## config.mk

```make
export PLATFORM = sky130hd
export DESIGN_NAME = bus_ctrl_top
export DESIGN_NICKNAME = d
export VERILOG_FILES = /design/src/bus_ctrl_pkg.sv /design/src/axil_slave.sv /design/src/bus_ctrl_top.sv /design/src/ctrl_regs.sv /design/src/sfpp_status_mon.sv
export VERILOG_INCLUDE_DIRS = /design/src
export SDC_FILE = /design/constraint.sdc
export NUM_CORES = 1
export LEC_CHECK = 0
export BUFFER_PORTS_ARGS = -buffer_cell sky130_fd_sc_hd__buf_2
export CORE_AREA = 3 3 107 99
export DETAILED_ROUTE_END_ITERATION = 8
export DIE_AREA = 0 0 110 102
export PLACE_DENSITY_LB_ADDON = 0.05
export SYNTH_ARGS = -nofsm -noshare
export SYNTH_HDL_FRONTEND = slang
export SYNTH_SLANG_ARGS = --single-unit
export TNS_END_PERCENT = 5
```

## constraint.sdc

```tcl
create_clock -name clk -period 2.3 [get_ports clk]
set_input_delay 0.23 -clock clk [delete_from_list [all_inputs] [get_ports clk]]
set_output_delay 0.23 -clock clk [all_outputs]
set_load 0.05 [all_outputs]
```

## src/bus_ctrl_macros.svh

```systemverilog
//----------------------------------------------------------
// Address map, reset values and field widths of the board
// control block. Include wherever a register offset is used.
//----------------------------------------------------------
`ifndef BUS_CTRL_MACROS_SVH
`define BUS_CTRL_MACROS_SVH

// Bus widths
`define BUS_CTRL_AXIL_AW          12
`define BUS_CTRL_DATA_W           32

// Field widths
`define BUS_CTRL_LED_W            8
`define BUS_CTRL_SW_RST_W         4
`define BUS_CTRL_CLOCK_W          8
`define BUS_CTRL_SFPP_CTRL_W      2
`define BUS_CTRL_SFPP_PINS_W      3

// Setting register offsets
`define BUS_CTRL_SR_LEDS          12'h000
`define BUS_CTRL_SR_SW_RST        12'h004
`define BUS_CTRL_SR_CLOCK_CTRL    12'h008
`define BUS_CTRL_SR_SFPP_CTRL0    12'h020
`define BUS_CTRL_SR_SFPP_CTRL1    12'h024

// Readback offsets
`define BUS_CTRL_RB_COUNTER       12'h100
`define BUS_CTRL_RB_CLK_STATUS    12'h10C
`define BUS_CTRL_RB_COMPAT        12'h118
`define BUS_CTRL_RB_SFPP_STATUS0  12'h120
`define BUS_CTRL_RB_SFPP_STATUS1  12'h124

// Compatibility number and reset values
`define BUS_CTRL_COMPAT_MAJOR     16'd1000
`define BUS_CTRL_COMPAT_MINOR     16'd0
`define BUS_CTRL_CLOCK_CTRL_RST   8'h40

`endif

```

## src/bus_ctrl_pkg.sv

```systemverilog
//----------------------------------------------------------
// Shared types of the board control block, taken by scoped
// names from every module of the design
//----------------------------------------------------------
`include "bus_ctrl_macros.svh"

package bus_ctrl_pkg;

   // AXI4-Lite bus
   typedef logic [`BUS_CTRL_AXIL_AW-1:0] axil_addr_t;
   typedef logic [`BUS_CTRL_DATA_W-1:0]  axil_data_t;
   typedef logic [1:0]                   axil_resp_t;

   // Board settings
   typedef logic [`BUS_CTRL_LED_W-1:0]    led_t;
   // [0] PHY, [1] radio domain, [2] radio PLL, [3] ADC delay control
   typedef logic [`BUS_CTRL_SW_RST_W-1:0] sw_rst_t;
   typedef logic [`BUS_CTRL_CLOCK_W-1:0]  clock_ctrl_t;
   typedef logic [`BUS_CTRL_CLOCK_W-1:0]  clock_status_t;

   // SFP+ cage
   // RS0 in bit 0, RS1 in bit 1; a set bit pulls the pin low
   typedef logic [`BUS_CTRL_SFPP_CTRL_W-1:0]   sfpp_ctrl_t;
   // {mod_abs, tx_fault, rx_los}
   typedef logic [`BUS_CTRL_SFPP_PINS_W-1:0]   sfpp_pins_t;
   // {changed flags, synchronized pins}
   typedef logic [2*`BUS_CTRL_SFPP_PINS_W-1:0] sfpp_status_t;

   // Slave FSM
   typedef enum logic [1:0] {
      S_IDLE,
      S_WRITE_RESP,
      S_READ_DATA
   } axil_state_t;

endpackage

```

## src/axil_slave.sv

```systemverilog
//----------------------------------------------------------
// AXI4-Lite slave that turns bus transfers into one-cycle
// register write and read strobes, one transfer at a time
//----------------------------------------------------------
`timescale 1ns/1ps

module axil_slave (
   input  logic                     clk,
   input  logic                     i_rst,
   // Write address and data
   input  bus_ctrl_pkg::axil_addr_t i_awaddr,
   input  logic                     i_awvalid,
   output logic                     o_awready,
   input  bus_ctrl_pkg::axil_data_t i_wdata,
   input  logic                     i_wvalid,
   output logic                     o_wready,
   // Write response
   output bus_ctrl_pkg::axil_resp_t o_bresp,
   output logic                     o_bvalid,
   input  logic                     i_bready,
   // Read address and data
   input  bus_ctrl_pkg::axil_addr_t i_araddr,
   input  logic                     i_arvalid,
   output logic                     o_arready,
   output bus_ctrl_pkg::axil_data_t o_rdata,
   output bus_ctrl_pkg::axil_resp_t o_rresp,
   output logic                     o_rvalid,
   input  logic                     i_rready,
   // Register strobes
   output logic                     o_wr_stb,
   output bus_ctrl_pkg::axil_addr_t o_wr_addr,
   output bus_ctrl_pkg::axil_data_t o_wr_data,
   output logic                     o_rd_stb,
   output bus_ctrl_pkg::axil_addr_t o_rd_addr,
   input  bus_ctrl_pkg::axil_data_t i_rd_data
);

   bus_ctrl_pkg::axil_state_t state;
   logic                      wr_ready;
   logic                      rd_ready;
   logic                      bvalid;
   logic                      rvalid;
   bus_ctrl_pkg::axil_data_t  rdata;

   // Transfer completes on the cycle the registered ready is high
   assign o_wr_stb  = wr_ready && i_awvalid && i_wvalid;
   assign o_wr_addr = i_awaddr;
   assign o_wr_data = i_wdata;
   assign o_rd_stb  = rd_ready && i_arvalid;
   assign o_rd_addr = i_araddr;

   assign o_awready = wr_ready;
   assign o_wready  = wr_ready;
   assign o_arready = rd_ready;
   assign o_bvalid  = bvalid;
   assign o_rvalid  = rvalid;
   assign o_rdata   = rdata;
   // Every access is OKAY, mapped or not
   assign o_bresp   = '0;
   assign o_rresp   = '0;

   always_ff @(posedge clk) begin
      if (i_rst) begin
         state    <= bus_ctrl_pkg::S_IDLE;
         wr_ready <= 1'b0;
         rd_ready <= 1'b0;
         bvalid   <= 1'b0;
         rvalid   <= 1'b0;
      end else begin
         case (state)
            bus_ctrl_pkg::S_IDLE: begin
               if (o_wr_stb) begin
                  wr_ready <= 1'b0;
                  bvalid   <= 1'b1;
                  state    <= bus_ctrl_pkg::S_WRITE_RESP;
               end else if (o_rd_stb) begin
                  rd_ready <= 1'b0;
                  rvalid   <= 1'b1;
                  state    <= bus_ctrl_pkg::S_READ_DATA;
               end else if (!wr_ready && !rd_ready) begin
                  // Write wins when both are pending
                  if (i_awvalid && i_wvalid) begin
                     wr_ready <= 1'b1;
                  end else if (i_arvalid) begin
                     rd_ready <= 1'b1;
                  end
               end
            end
            bus_ctrl_pkg::S_WRITE_RESP: begin
               if (i_bready) begin
                  bvalid <= 1'b0;
                  state  <= bus_ctrl_pkg::S_IDLE;
               end
            end
            bus_ctrl_pkg::S_READ_DATA: begin
               if (i_rready) begin
                  rvalid <= 1'b0;
                  state  <= bus_ctrl_pkg::S_IDLE;
               end
            end
            default: state <= bus_ctrl_pkg::S_IDLE;
         endcase
      end
   end

   // Readback word held until RREADY
   always_ff @(posedge clk) begin
      if (o_rd_stb) begin
         rdata <= i_rd_data;
      end
   end

   a_one_response: assert property (@(posedge clk) disable iff (i_rst)
      !(bvalid && rvalid));

endmodule

```

## src/bus_ctrl_top.sv

```systemverilog
//----------------------------------------------------------
// Board control block top. AXI4-Lite register access to the
// board settings and to the status of both SFP+ cages
//----------------------------------------------------------
`timescale 1ns/1ps

module bus_ctrl_top (
   input  logic                        clk,
   input  logic                        i_rst,
   // AXI4-Lite slave
   input  bus_ctrl_pkg::axil_addr_t    i_awaddr,
   input  logic                        i_awvalid,
   output logic                        o_awready,
   input  bus_ctrl_pkg::axil_data_t    i_wdata,
   input  logic                        i_wvalid,
   output logic                        o_wready,
   output bus_ctrl_pkg::axil_resp_t    o_bresp,
   output logic                        o_bvalid,
   input  logic                        i_bready,
   input  bus_ctrl_pkg::axil_addr_t    i_araddr,
   input  logic                        i_arvalid,
   output logic                        o_arready,
   output bus_ctrl_pkg::axil_data_t    o_rdata,
   output bus_ctrl_pkg::axil_resp_t    o_rresp,
   output logic                        o_rvalid,
   input  logic                        i_rready,
   // Board pins
   input  bus_ctrl_pkg::clock_status_t i_clock_status,
   input  bus_ctrl_pkg::sfpp_pins_t    i_sfpp0_pins,
   input  bus_ctrl_pkg::sfpp_pins_t    i_sfpp1_pins,
   output bus_ctrl_pkg::led_t          o_leds,
   output bus_ctrl_pkg::sw_rst_t       o_sw_rst,
   output bus_ctrl_pkg::clock_ctrl_t   o_clock_control,
   // Open-drain RS pins leave as drive-low enables
   output bus_ctrl_pkg::sfpp_ctrl_t    o_sfpp0_rs_oe,
   output bus_ctrl_pkg::sfpp_ctrl_t    o_sfpp1_rs_oe
);

   logic                       wr_stb;
   bus_ctrl_pkg::axil_addr_t   wr_addr;
   bus_ctrl_pkg::axil_data_t   wr_data;
   logic                       rd_stb;
   bus_ctrl_pkg::axil_addr_t   rd_addr;
   bus_ctrl_pkg::axil_data_t   rd_data;
   bus_ctrl_pkg::sfpp_status_t sfpp0_status;
   bus_ctrl_pkg::sfpp_status_t sfpp1_status;
   logic                       sfpp0_clr;
   logic                       sfpp1_clr;

   axil_slave u_axil_slave (
      .clk(clk), .i_rst(i_rst),
      .i_awaddr(i_awaddr), .i_awvalid(i_awvalid), .o_awready(o_awready),
      .i_wdata(i_wdata), .i_wvalid(i_wvalid), .o_wready(o_wready),
      .o_bresp(o_bresp), .o_bvalid(o_bvalid), .i_bready(i_bready),
      .i_araddr(i_araddr), .i_arvalid(i_arvalid), .o_arready(o_arready),
      .o_rdata(o_rdata), .o_rresp(o_rresp), .o_rvalid(o_rvalid), .i_rready(i_rready),
      .o_wr_stb(wr_stb), .o_wr_addr(wr_addr), .o_wr_data(wr_data),
      .o_rd_stb(rd_stb), .o_rd_addr(rd_addr), .i_rd_data(rd_data)
   );

   ctrl_regs u_ctrl_regs (
      .clk(clk), .i_rst(i_rst),
      .i_wr_stb(wr_stb), .i_wr_addr(wr_addr), .i_wr_data(wr_data),
      .i_rd_stb(rd_stb), .i_rd_addr(rd_addr), .o_rd_data(rd_data),
      .i_clock_status(i_clock_status),
      .i_sfpp0_status(sfpp0_status), .i_sfpp1_status(sfpp1_status),
      .o_sfpp0_clr(sfpp0_clr), .o_sfpp1_clr(sfpp1_clr),
      .o_leds(o_leds), .o_sw_rst(o_sw_rst), .o_clock_control(o_clock_control),
      .o_sfpp0_rs_oe(o_sfpp0_rs_oe), .o_sfpp1_rs_oe(o_sfpp1_rs_oe)
   );

   // Cage 0
   sfpp_status_mon u_sfpp0_mon (
      .clk(clk), .i_rst(i_rst),
      .i_pins(i_sfpp0_pins), .i_clr(sfpp0_clr), .o_status(sfpp0_status)
   );

   // Cage 1
   sfpp_status_mon u_sfpp1_mon (
      .clk(clk), .i_rst(i_rst),
      .i_pins(i_sfpp1_pins), .i_clr(sfpp1_clr), .o_status(sfpp1_status)
   );

endmodule

```

## src/ctrl_regs.sv

```systemverilog
//----------------------------------------------------------
// Board setting registers and readback mux, fed by the
// write and read strobes of the AXI4-Lite slave
//----------------------------------------------------------
`timescale 1ns/1ps
`include "bus_ctrl_macros.svh"

module ctrl_regs (
   input  logic                        clk,
   input  logic                        i_rst,
   // Register strobes
   input  logic                        i_wr_stb,
   input  bus_ctrl_pkg::axil_addr_t    i_wr_addr,
   input  bus_ctrl_pkg::axil_data_t    i_wr_data,
   input  logic                        i_rd_stb,
   input  bus_ctrl_pkg::axil_addr_t    i_rd_addr,
   output bus_ctrl_pkg::axil_data_t    o_rd_data,
   // Status inputs
   input  bus_ctrl_pkg::clock_status_t i_clock_status,
   input  bus_ctrl_pkg::sfpp_status_t  i_sfpp0_status,
   input  bus_ctrl_pkg::sfpp_status_t  i_sfpp1_status,
   output logic                        o_sfpp0_clr,
   output logic                        o_sfpp1_clr,
   // Settings
   output bus_ctrl_pkg::led_t          o_leds,
   output bus_ctrl_pkg::sw_rst_t       o_sw_rst,
   output bus_ctrl_pkg::clock_ctrl_t   o_clock_control,
   output bus_ctrl_pkg::sfpp_ctrl_t    o_sfpp0_rs_oe,
   output bus_ctrl_pkg::sfpp_ctrl_t    o_sfpp1_rs_oe
);

   bus_ctrl_pkg::axil_data_t counter;

   //----------------------------------------------------------
   // Setting registers
   //----------------------------------------------------------
   always_ff @(posedge clk) begin
      if (i_rst) begin
         o_leds          <= '0;
         o_sw_rst        <= '0;
         // GPS oscillator on by default
         o_clock_control <= `BUS_CTRL_CLOCK_CTRL_RST;
         o_sfpp0_rs_oe   <= '0;
         o_sfpp1_rs_oe   <= '0;
      end else if (i_wr_stb) begin
         case (i_wr_addr)
            `BUS_CTRL_SR_LEDS: begin
               o_leds <= i_wr_data[`BUS_CTRL_LED_W-1:0];
            end
            `BUS_CTRL_SR_SW_RST: begin
               o_sw_rst <= i_wr_data[`BUS_CTRL_SW_RST_W-1:0];
            end
            `BUS_CTRL_SR_CLOCK_CTRL: begin
               o_clock_control <= i_wr_data[`BUS_CTRL_CLOCK_W-1:0];
            end
            `BUS_CTRL_SR_SFPP_CTRL0: begin
               o_sfpp0_rs_oe <= i_wr_data[`BUS_CTRL_SFPP_CTRL_W-1:0];
            end
            `BUS_CTRL_SR_SFPP_CTRL1: begin
               o_sfpp1_rs_oe <= i_wr_data[`BUS_CTRL_SFPP_CTRL_W-1:0];
            end
            // Unmapped offsets are dropped
            default: ;
         endcase
      end
   end

   // Free-running cycle counter
   always_ff @(posedge clk) begin
      if (i_rst) begin
         counter <= '0;
      end else begin
         counter <= counter + 1'b1;
      end
   end

   //----------------------------------------------------------
   // Readback
   //----------------------------------------------------------
   always_comb begin
      o_rd_data = '0;
      case (i_rd_addr)
         `BUS_CTRL_RB_COUNTER: begin
            o_rd_data = counter;
         end
         `BUS_CTRL_RB_CLK_STATUS: begin
            o_rd_data = bus_ctrl_pkg::axil_data_t'(i_clock_status);
         end
         `BUS_CTRL_RB_COMPAT: begin
            o_rd_data = {`BUS_CTRL_COMPAT_MAJOR, `BUS_CTRL_COMPAT_MINOR};
         end
         `BUS_CTRL_RB_SFPP_STATUS0: begin
            o_rd_data = bus_ctrl_pkg::axil_data_t'(i_sfpp0_status);
         end
         `BUS_CTRL_RB_SFPP_STATUS1: begin
            o_rd_data = bus_ctrl_pkg::axil_data_t'(i_sfpp1_status);
         end
         default: ;
      endcase
   end

   // Reading a status word clears its change flags at the capture edge
   assign o_sfpp0_clr = i_rd_stb && (i_rd_addr == `BUS_CTRL_RB_SFPP_STATUS0);
   assign o_sfpp1_clr = i_rd_stb && (i_rd_addr == `BUS_CTRL_RB_SFPP_STATUS1);

   a_no_rd_wr_overlap: assert property (@(posedge clk) disable iff (i_rst)
      !(i_wr_stb && i_rd_stb));

endmodule

```

## src/sfpp_status_mon.sv

```systemverilog
//----------------------------------------------------------
// Status monitor for one SFP+ cage. Synchronizes the status
// pins and latches any edge until the word is read back
//----------------------------------------------------------
`timescale 1ns/1ps

module sfpp_status_mon (
   input  logic                       clk,
   input  logic                       i_rst,
   input  bus_ctrl_pkg::sfpp_pins_t   i_pins,
   input  logic                       i_clr,
   output bus_ctrl_pkg::sfpp_status_t o_status
);

   bus_ctrl_pkg::sfpp_pins_t meta;
   bus_ctrl_pkg::sfpp_pins_t sync;
   bus_ctrl_pkg::sfpp_pins_t sync_dly;
   bus_ctrl_pkg::sfpp_pins_t chgd;

   // Two-flop synchronizer and one more stage for edge detect
   always_ff @(posedge clk) begin
      if (i_rst) begin
         meta     <= '0;
         sync     <= '0;
         sync_dly <= '0;
      end else begin
         meta     <= i_pins;
         sync     <= meta;
         sync_dly <= sync;
      end
   end

   // Sticky change flags
   // Clear has priority over a new edge
   always_ff @(posedge clk) begin
      if (i_rst || i_clr) begin
         chgd <= '0;
      end else begin
         chgd <= chgd | (sync ^ sync_dly);
      end
   end

   assign o_status = {chgd, sync};

   // Clear comes from the read decode as a single-cycle pulse
   a_clr_pulse: assert property (@(posedge clk) disable iff (i_rst)
      i_clr |=> !i_clr);

endmodule

```

==> results of run 1 <==
==> routing by layer <==
layer | wire length [um] | global-route usage, % | vias to the layer above | share of wire, %
li1 | - | - | 2070 | -
met1 | 4890 | 26.7 | 1994 | 43
met2 | 5670 | 35.4 | 117 | 50
met3 | 646 | 5.24 | 12 | 5.7
met4 | 123 | 8.82 | 0 | 1.1
met5 | 0 | 0 | - | 0
==> cells in the final DEF (no fill, tap or decap), drive strengths merged, types with 13 or more instances in the layout <==
cell type / count
clkbuf: 18
nand3: 30
xor2: 15
dfxtp: 86
buf: 128
or4: 16
nor2b: 19
a21oi: 52
nand4: 16
nor2: 28
inv: 15
and2: 21
o21ai: 28
nand2: 19
edfxtp: 32
o31ai: 15
dlygate4sd3: 13
==> through the flow <==
step	hold slack, ns	worst slack, ns	instance area (um2)	total power, mW	util, %
final	0.0311	0.290	6260	4.94	65.4
after CTS	0.0108	0.292	6260	5.00	65.4
after detailed placement	0.424	0.268	5580	2.54	58.3
after floorplan	0.358	0.232	4910	2.44	-
after global placement	0.417	0.320	5580	2.54	58.3
after global routing	0.0350	0.0998	6260	5.12	65.4
==> power groups by stage <==
stage                     Sequential, mW  Combinational, mW  Clock (mW)
after CTS                           2.20              0.313        2.48
after global routing                2.21              0.339        2.57
final                               2.20              0.311        2.43
after detailed placement            2.25              0.295           0
after floorplan                     2.31              0.126           0
after global placement              2.25              0.290           0
==> registers in the layout, summed over array words and instances, names as in the netlist, 4 cells and up <==
name,count
u_ctrl_regs.counter,32
u_ctrl_regs.o_leds,8
u_axil_slave.o_rdata,32
u_ctrl_regs.o_sw_rst,4
u_ctrl_regs.o_clock_control,8
==> cell usage after synthesis (all sizes together), types with 2 or more instances <==
cell / number / share of area (%)
o21a: 6 / 0.92
dfxtp: 86 / 35
xnor2: 3 / 0.54
a21oi: 52 / 5.3
a22oi: 6 / 0.92
xor2: 15 / 2.7
nor3: 6 / 0.72
nand3: 30 / 3.1
edfxtp: 32 / 20
or3: 3 / 0.38
nor2: 28 / 2.1
buf: 14 / 1.7
inv: 7 / 0.54
o21ai: 28 / 2.9
and4: 7 / 1.3
a31oi: 2 / 0.26
clkbuf: 21 / 1.6
nor2b: 19 / 2.4
nand4: 16 / 2.0
nand2: 19 / 1.5
a221o: 6 / 1.2
o31ai: 15 / 2.3
nor4bb: 4 / 0.82
nor4: 4 / 0.51
a32o: 2 / 0.41
or4: 16 / 2.5
and4b: 3 / 0.61
and3: 3 / 0.38
nand4b: 4 / 0.72
nor4b: 2 / 0.36
and2: 21 / 2.7
==> worst max-delay path, stage by stage, from the launching register on <==
cell and delay [ns]:
dfxtp_1 0.42, nor4b_1 0.28, buf_4 0.19, nand4_1 0.48, nor3_1 0.37, o21bai_1 0.14
==> what timing repair did <==
item,4_1_cts,5_1_grt
gates resized for setup,0,0
hold endpoints to repair,17,0
endpoints found under the setup margin,0,0
hold buffers,13,0
==> path summary, 6_finish.rpt <==
kind	startpoint	endpoint	depth (start not counted)
worst max-delay path	u_axil_slave.o_awready	u_ctrl_regs.o_clock_control[6]	5
worst min-delay path	i_wdata[0]	u_ctrl_regs.o_leds[0]	3
worst max register to register	u_axil_slave.o_awready	u_ctrl_regs.o_clock_control[6]	5
worst min register to register	u_sfpp0_mon.meta[2]	u_sfpp0_mon.sync[2]	1
==> layout make-up <==
cell class / count / area, um2 / area share, %
sequential: 118 / 2680 / 42.8
clock buffer: 18 / 439 / 7.01
clock inverter: 14 / 115 / 1.84
timing repair buffer: 141 / 808 / 12.9
tap: 126 / 158 / 2.52
multi-input combinational: 332 / 2030 / 32.5
inverter: 7 / 26.3 / 0.420
==> kinds of logic (layout without fill, tap and decap cells) <==
family,Yosys count,count (layout),synth area share (%)
XOR/XNOR,18,18,3.22
flip-flops,118,118,54.8
AO/OA/AOI/OAI,119,119,14.5
other,1,4,0.0766
multiplexers,2,2,0.435
buffers and inverters,42,180,3.89
adder cells (fa/ha/maj),1,1,0.256
AND/OR/NAND/NOR,188,188,22.8
==> impl_metrics.ini, run 1 <==
[status]
status = finished clean

[timing]
rsz0062_at_grt = no
setup_violations = 0
max_slew_margin_pct = 15.4
worstMarginPinSlew_ns = 1.25
setup_tns_ns = 0
final.period_utilization_pct = 87.4
hold_viol = 0
skew_ns = 0.00952
period_needed_ns = 2.01
drv_slew = 0
max_freq_ghz = 0.497

[global_routing]
grt_pass1_vias = 3988
overflow = 0
antenna_found_initial = 0
grt_max_degree = 42
grt_pass1_wl_um = 18900
grtUsageTotal_pct = 21.4

[synthesis]
yosys_warnings = 0
synth_flop_cell = dfxtp_1
synth_area_um2 = 4890
synthCells = 489
syn_avg_cell_area_um2 = 10.0
synth_cell_types = 46
ys_seq_area_share_pct = 54.8
ys_ff_latch = 118
async_flop_share_pct = 0
synth_edf_count = 32

[worst_setup_path]
criticalPathCategory = flop to flop
path_max_fanout = 16
worstPathRequired_ns = 2.68
rrSetupSlack_ns = 0.29
end_kind = flop
cp-start-kind = flop
arrival_ns = 2.39

[power]
power.density_nw_per_um2 = 790
switching_share_pct = 25.2
clockPowerShare_pct = 49.2
switchingPower_mw = 1.25
p_seq_share_pct = 44.5
p_leak_nw = 2.46
ir_worst_vdd_v = 0.000579
comb_power_share_pct = 6.3
cellInternalPower_mw = 3.70

[clocking]
h-tree-depth = 4
tritoncts.num_buffers = 17
cts_buffer_depth = 2
cts_setup_buffers = 0
tritoncts = yes
clk_latency_ns = 0.51
path_clk_slew_ns = 0.06
clock_sinks = 118
cts-root-buf = clkbuf_8

[drt]
drc_errors = 0
firstDrtPassIters = 4
wire_per_inst_um = 15.0
via_per_inst = 5.55
vias = 4193
ant_nets = 0
drt_iter0_drc = 201
wl_um = 11300

[finish]
fin_cells = 756
num_antenna_cells = 0
fin_nets = 695
drive_above_1_share_pct = 26.2
area_growth_pct = 27.9
fill_cells = 816

[place]
portBuffers = 113
dp_cells = 711
hpwl_um = 7540
gp_congestion = 0.782

[hold_path]
worstHoldPathType = primary input to flop

[die]
ioPinCount = 142
die_height_um = 102
core_area_um2 = 9570
dieArea_um2 = 11200
die_x_um = 110
initial_utilization_pct = 51.1
fp-row-count = 34

[job]
drv_cap = 0
(Power assumes the default switching activity.)
==> run 2, diff against run 1 <==
==> constraint.sdc (replaced) <==
create_clock -name clk -period 2.2 [get_ports clk]
set_input_delay 0.22 -clock clk [delete_from_list [all_inputs] [get_ports clk]]
set_output_delay 0.22 -clock clk [all_outputs]
set_load 0.05 [all_outputs]
==> run 2 against run 1 <==
Net effect: via count grew 0.33%; die area is the same; maximum frequency decreased by 0.22%; critical path type unchanged; critical endpoint is now u_ctrl_regs.counter[26]; largest power group unchanged.
==> impl_metrics.ini, run 2 (same netlist as run 1, synthesis figures left out) <==
[power]
finalPower_mw = 5.31
ir_worst_vdd_v = 0.000553
p_leak_nw = 2.49
power.density_nw_per_um2 = 840

[clocking]
cts_buffer_depth = 2
cts_resized = 0
h-tree-depth = 4
path_clk_slew_ns = 0.06
ctsHoldBuffers = 13
tritoncts = yes
clk_latency_ns = 0.50
cts_setup_buffers = 0
clock_sinks = 118
tritoncts.num_buffers = 17
cts-root-buf = clkbuf_8

[die]
fp-row-count = 34
core_area_um2 = 9570
die_height_um = 102
dieArea_um2 = 11200
die_x_um = 110
initial_utilization_pct = 51.1
ioPinCount = 142

[finish]
fin_nets = 696
drive_above_1_share_pct = 26.5
regArea_um2 = 2680
num_antenna_cells = 0
fin_util_pct = 66.0
multi_input_area_um2 = 2040
postLayoutCellArea_um2 = 6320
final_common_cell = buf_2
area_growth_pct = 29.0
final_cell_mix = buf_2 (113), dfxtp_1 (86), a21oi_1 (52)
fill_cells = 805

[worst_setup_path]
crit_path_max_incr_delay_ns = 0.52
worstPathRequired_ns = 2.63
crit_family = simple AND/OR/NAND/NOR gates
cp_slowest_cell = or4_1
cp-start-kind = flop
end_kind = flop
crit_chain = ha_1 > and4_1 > nand3_1 > buf_4 > or4_1 > a21oi_1
cp_num_buf_inv = 1
path_max_fanout = 17
arrival_ns = 2.44
criticalPathCategory = flop to flop

[timing]
max_freq_ghz = 0.496
skew_ns = 0.0140
final.period_utilization_pct = 91.6
worstMarginPinSlew_ns = 0.817
drv_slew = 0
period_needed_ns = 2.01
max_slew_margin_pct = 44.7
rsz0062_at_grt = no
setup_tns_ns = 0
setup_violations = 0
hold_viol = 0

[place]
portBuffers = 113
gp_congestion = 0.762
hpwl_um = 7630
placed_area_um2 = 5600

[drt]
wire_per_inst_um = 14.8
wl_um = 11200
ant_nets = 0
via_per_inst = 5.56
firstDrtPassIters = 5
drc_errors = 0
drt_iter0_drc = 156
vias = 4207

[global_routing]
grt_pass1_vias = 4044
antenna_found_initial = 0
grt_pass1_wl_um = 18300
overflow = 0
grtUsageTotal_pct = 20.4
grt_max_degree = 55

[status]
status = finished clean

[job]
drv_cap = 0

[hold_path]
worstHoldPathType = primary input to flop
==> run 2: changes by cell type in the layout (fill, tap and decap cells not counted), sizes merged <==
cell,delta
bufinv,+2
buf,+1
clkinvlp,-1
inv,-1
==> run 2: worst paths after layout <==
path | start | to | slack (ns) | cells after the start
worst max-delay path | u_ctrl_regs.counter[0] | u_ctrl_regs.counter[26] | 0.19 | 6
worst min-delay path | i_wdata[3] | u_ctrl_regs.o_leds[3] | 0.03 | 3
worst max register to register | u_ctrl_regs.counter[0] | u_ctrl_regs.counter[26] | 0.19 | 6
worst min register to register | u_sfpp0_mon.meta[2] | u_sfpp0_mon.sync[2] | 0.43 | 1
==> run 2: cell type report <==
class                           instances  share of cell area [%]
Sequential cell                       118                    42.5
Timing Repair Buffer                  142                    13.1
Clock buffer                           18                    6.95
Clock inverter                         14                    2.26
Multi-Input combinational cell        332                    32.3
Inverter                                7                   0.416
Tap cell                              126                    2.50
==> run 2: metrics by stage <==
| step | setup slack, ns | hold slack [ns] | cells |
|---|---|---|---|
| final | 0.185 | 0.0252 | 757 |
| after global routing | 0.0558 | 0.0172 | 757 |
| after CTS | 0.204 | 0.00406 | 757 |
| after detailed placement | 0.202 | 0.422 | 712 |
| after global placement | 0.195 | 0.419 | 712 |
| after floorplan | 0.132 | 0.348 | 492 |
==> run 2: layer usage <==
metal / part of all wire (%) / wire [um] / vias up / GRT usage (%)
li1: - / - / 2067 / -
met1: 43 / 4830 / 2019 / 24.6
met2: 50 / 5600 / 111 / 35.5
met3: 5.7 / 638 / 10 / 5.62
met4: 1.1 / 122 / 0 / 6.52
met5: 0 / 0 / - / 0
==> run 2: where the power goes <==
| part | total, mW | internal, mW | switching, mW |
|---|---|---|---|
| Sequential | 2.30 | 2.27 | 0.0286 |
| Clock | 2.68 | 1.69 | 0.989 |
| Combinational | 0.329 | 0.117 | 0.213 |
==> run 2: worst reg2reg max path, cell delays in order (launching register included) <==
cell and delay (ns):
dfxtp_1 0.40, ha_1 0.23, and4_1 0.32, nand3_1 0.10, buf_4 0.21, or4_1 0.52
a21oi_1 0.16
==> run 3, diff against run 2 <==
--- a/config.mk
+++ b/config.mk
@@ -10,7 +10,7 @@
 export CORE_AREA = 3 3 107 99
 export DETAILED_ROUTE_END_ITERATION = 8
 export DIE_AREA = 0 0 110 102
-export PLACE_DENSITY_LB_ADDON = 0.05
+export PLACE_DENSITY = 0.76
 export SYNTH_ARGS = -nofsm -noshare
 export SYNTH_HDL_FRONTEND = slang
 export SYNTH_SLANG_ARGS = --single-unit
==> run 3 against run 2 <==
Net effect: via count shrank 0.31%; maximum frequency grew 3.1%; largest power group unchanged; sequential power is essentially flat; critical path type unchanged; first-iteration DRC count grew 26%; final cell count shrank 0.26%; clock-buffer cell count shrank 1; critical path depth shrank 2.
==> impl_metrics.ini, run 3 (same netlist as run 1, synthesis figures left out) <==
[worst_setup_path]
cp-start-kind = flop
cp_num_buf_inv = 0
criticalPathCategory = flop to flop
crit_chain = nand3_1 > or4_4 > or4_1 > a21oi_1
crit_family = simple AND/OR/NAND/NOR gates
worstReg2RegStart = u_ctrl_regs.counter[19]
rrSetupSlack_ns = 0.25
worstPathRequired_ns = 2.63
rr_worst_depth = 4
end_kind = flop
cp.depth = 4
crit_path_max_incr_delay_ns = 0.59
path_max_fanout = 8
crit-reg2reg-capture = u_ctrl_regs.counter[31]
cp_slowest_cell = or4_4
arrival_ns = 2.38

[drt]
wire_per_inst_um = 14.1
vias = 4194
ant_nets = 0
via_per_inst = 5.55
wl_um = 10600
firstDrtPassIters = 5
drc_errors = 0
drt_iter0_drc = 197

[timing]
skew_ns = 0.0109
max_freq_ghz = 0.512
setup_tns_ns = 0
worstMarginPinSlew_ns = 0.558
hold_viol = 0
holdWs_ns = 0.0154
drv_slew = 0
rsz0062_at_grt = no
final.period_utilization_pct = 88.8
period_needed_ns = 1.95
max_slew_margin_pct = 62.2
setup_violations = 0

[clocking]
tritoncts.num_buffers = 17
tritoncts = yes
cts_setup_buffers = 0
clock_sinks = 118
cts_buffer_depth = 2
cts_resized = 0
h-tree-depth = 4
path_clk_slew_ns = 0.06
clk_latency_ns = 0.50
ctsHoldBuffers = 12
cts-root-buf = clkbuf_8

[finish]
area_growth_pct = 27.9
drive_above_1_share_pct = 26.2
num_antenna_cells = 0
postLayoutCellArea_um2 = 6260
fin_nets = 694
final_common_cell = buf_2
final_cell_mix = buf_2 (113), dfxtp_1 (86), a21oi_1 (52)
fill_cells = 763
fin_cells = 755
fin_util_pct = 65.4

[place]
gp_congestion = 0.806
placed_area_um2 = 5590
hpwl_um = 7530
portBuffers = 113
dp_cells = 711

[job]
drv_cap = 0

[global_routing]
antenna_found_initial = 0
overflow = 0
grt_pass1_vias = 3876
grt_max_degree = 33
grt_pass1_wl_um = 17400
grtUsageTotal_pct = 19.6

[power]
clockPowerShare_pct = 48.6
p_leak_nw = 2.46
ir_worst_vdd_v = 0.000525
cellInternalPower_mw = 3.82
switchingPower_mw = 1.29
p_seq_share_pct = 45.0
power.density_nw_per_um2 = 817
switching_share_pct = 25.3
comb_power_share_pct = 6.3

[die]
die_x_um = 110
initial_utilization_pct = 51.1
fp-row-count = 34
ioPinCount = 142
die_height_um = 102
dieArea_um2 = 11200
core_area_um2 = 9570

[status]
status = finished clean

[hold_path]
min_from = i_wdata[3]
worstHoldPathType = primary input to flop
hold-path-endpoint = u_ctrl_regs.o_clock_control[3]
holdPathStages = 3
==> run 3: changes by cell type in the layout (fill, tap and decap cells not counted), moves of 2 or more <==
cell / change
inv_8: +3
bufinv_16: -2
clkinv_2: -4
inv_6: +2
clkinv_4: +3
==> run 3: worst max path at each step <==
stage	endpoint	startpoint
floorplan	u_ctrl_regs.o_clock_control[7]	u_axil_slave.o_awready
global placement	u_ctrl_regs.counter[26]	u_ctrl_regs.counter[0]
detailed placement	u_ctrl_regs.counter[26]	u_ctrl_regs.counter[0]
CTS	u_ctrl_regs.counter[26]	u_ctrl_regs.counter[0]
global route	u_ctrl_regs.counter[26]	u_ctrl_regs.counter[0]
finish	u_ctrl_regs.counter[31]	u_ctrl_regs.counter[19]
==> run 3: layer usage <==
layer / routed length [um] / up-vias / track usage [%] / share of wire [%]
met5: 0 / - / 0 / 0
met4: 155 / 0 / 7.00 / 1.5
met3: 822 / 11 / 6.38 / 7.7
met2: 5230 / 150 / 33.3 / 49
met1: 4430 / 1973 / 23.2 / 42
li1: - / 2060 / - / -
==> run 3: worst reg2reg max path: cells and delay by family, from the launching register on <==
family	cells	cell delay, ns
AND/OR/NAND/NOR	3	1.27
flip-flops	1	0.46
AO/OA/AOI/OAI	1	0.15
==> run 3: cell type report <==
class / instances / area [um2] / area share [%]
timing repair buffer: 140 / 811 / 13.0
inverter: 7 / 26.3 / 0.420
clock inverter: 15 / 134 / 2.14
multi-input combinational: 332 / 2030 / 32.5
sequential: 118 / 2680 / 42.9
clock buffer: 17 / 414 / 6.62
tap: 126 / 158 / 2.52
==> run 3: stage by stage <==
stage	power [mW]	setup WS (ns)
floorplan	2.55	0.132
global placement	2.65	0.324
detailed placement	2.66	0.271
CTS	5.15	0.251
global route	5.29	0.0587
finish	5.11	0.246
==> run 3: power groups by stage <==
| stage | sequential, mW | combinational (mW) | clock (mW) |
|---|---|---|---|
| finish | 2.30 | 0.323 | 2.49 |
| CTS | 2.30 | 0.324 | 2.52 |
| global placement | 2.35 | 0.301 | 0 |
| detailed placement | 2.35 | 0.307 | 0 |
| floorplan | 2.42 | 0.132 | 0 |
| global route | 2.31 | 0.348 | 2.64 |
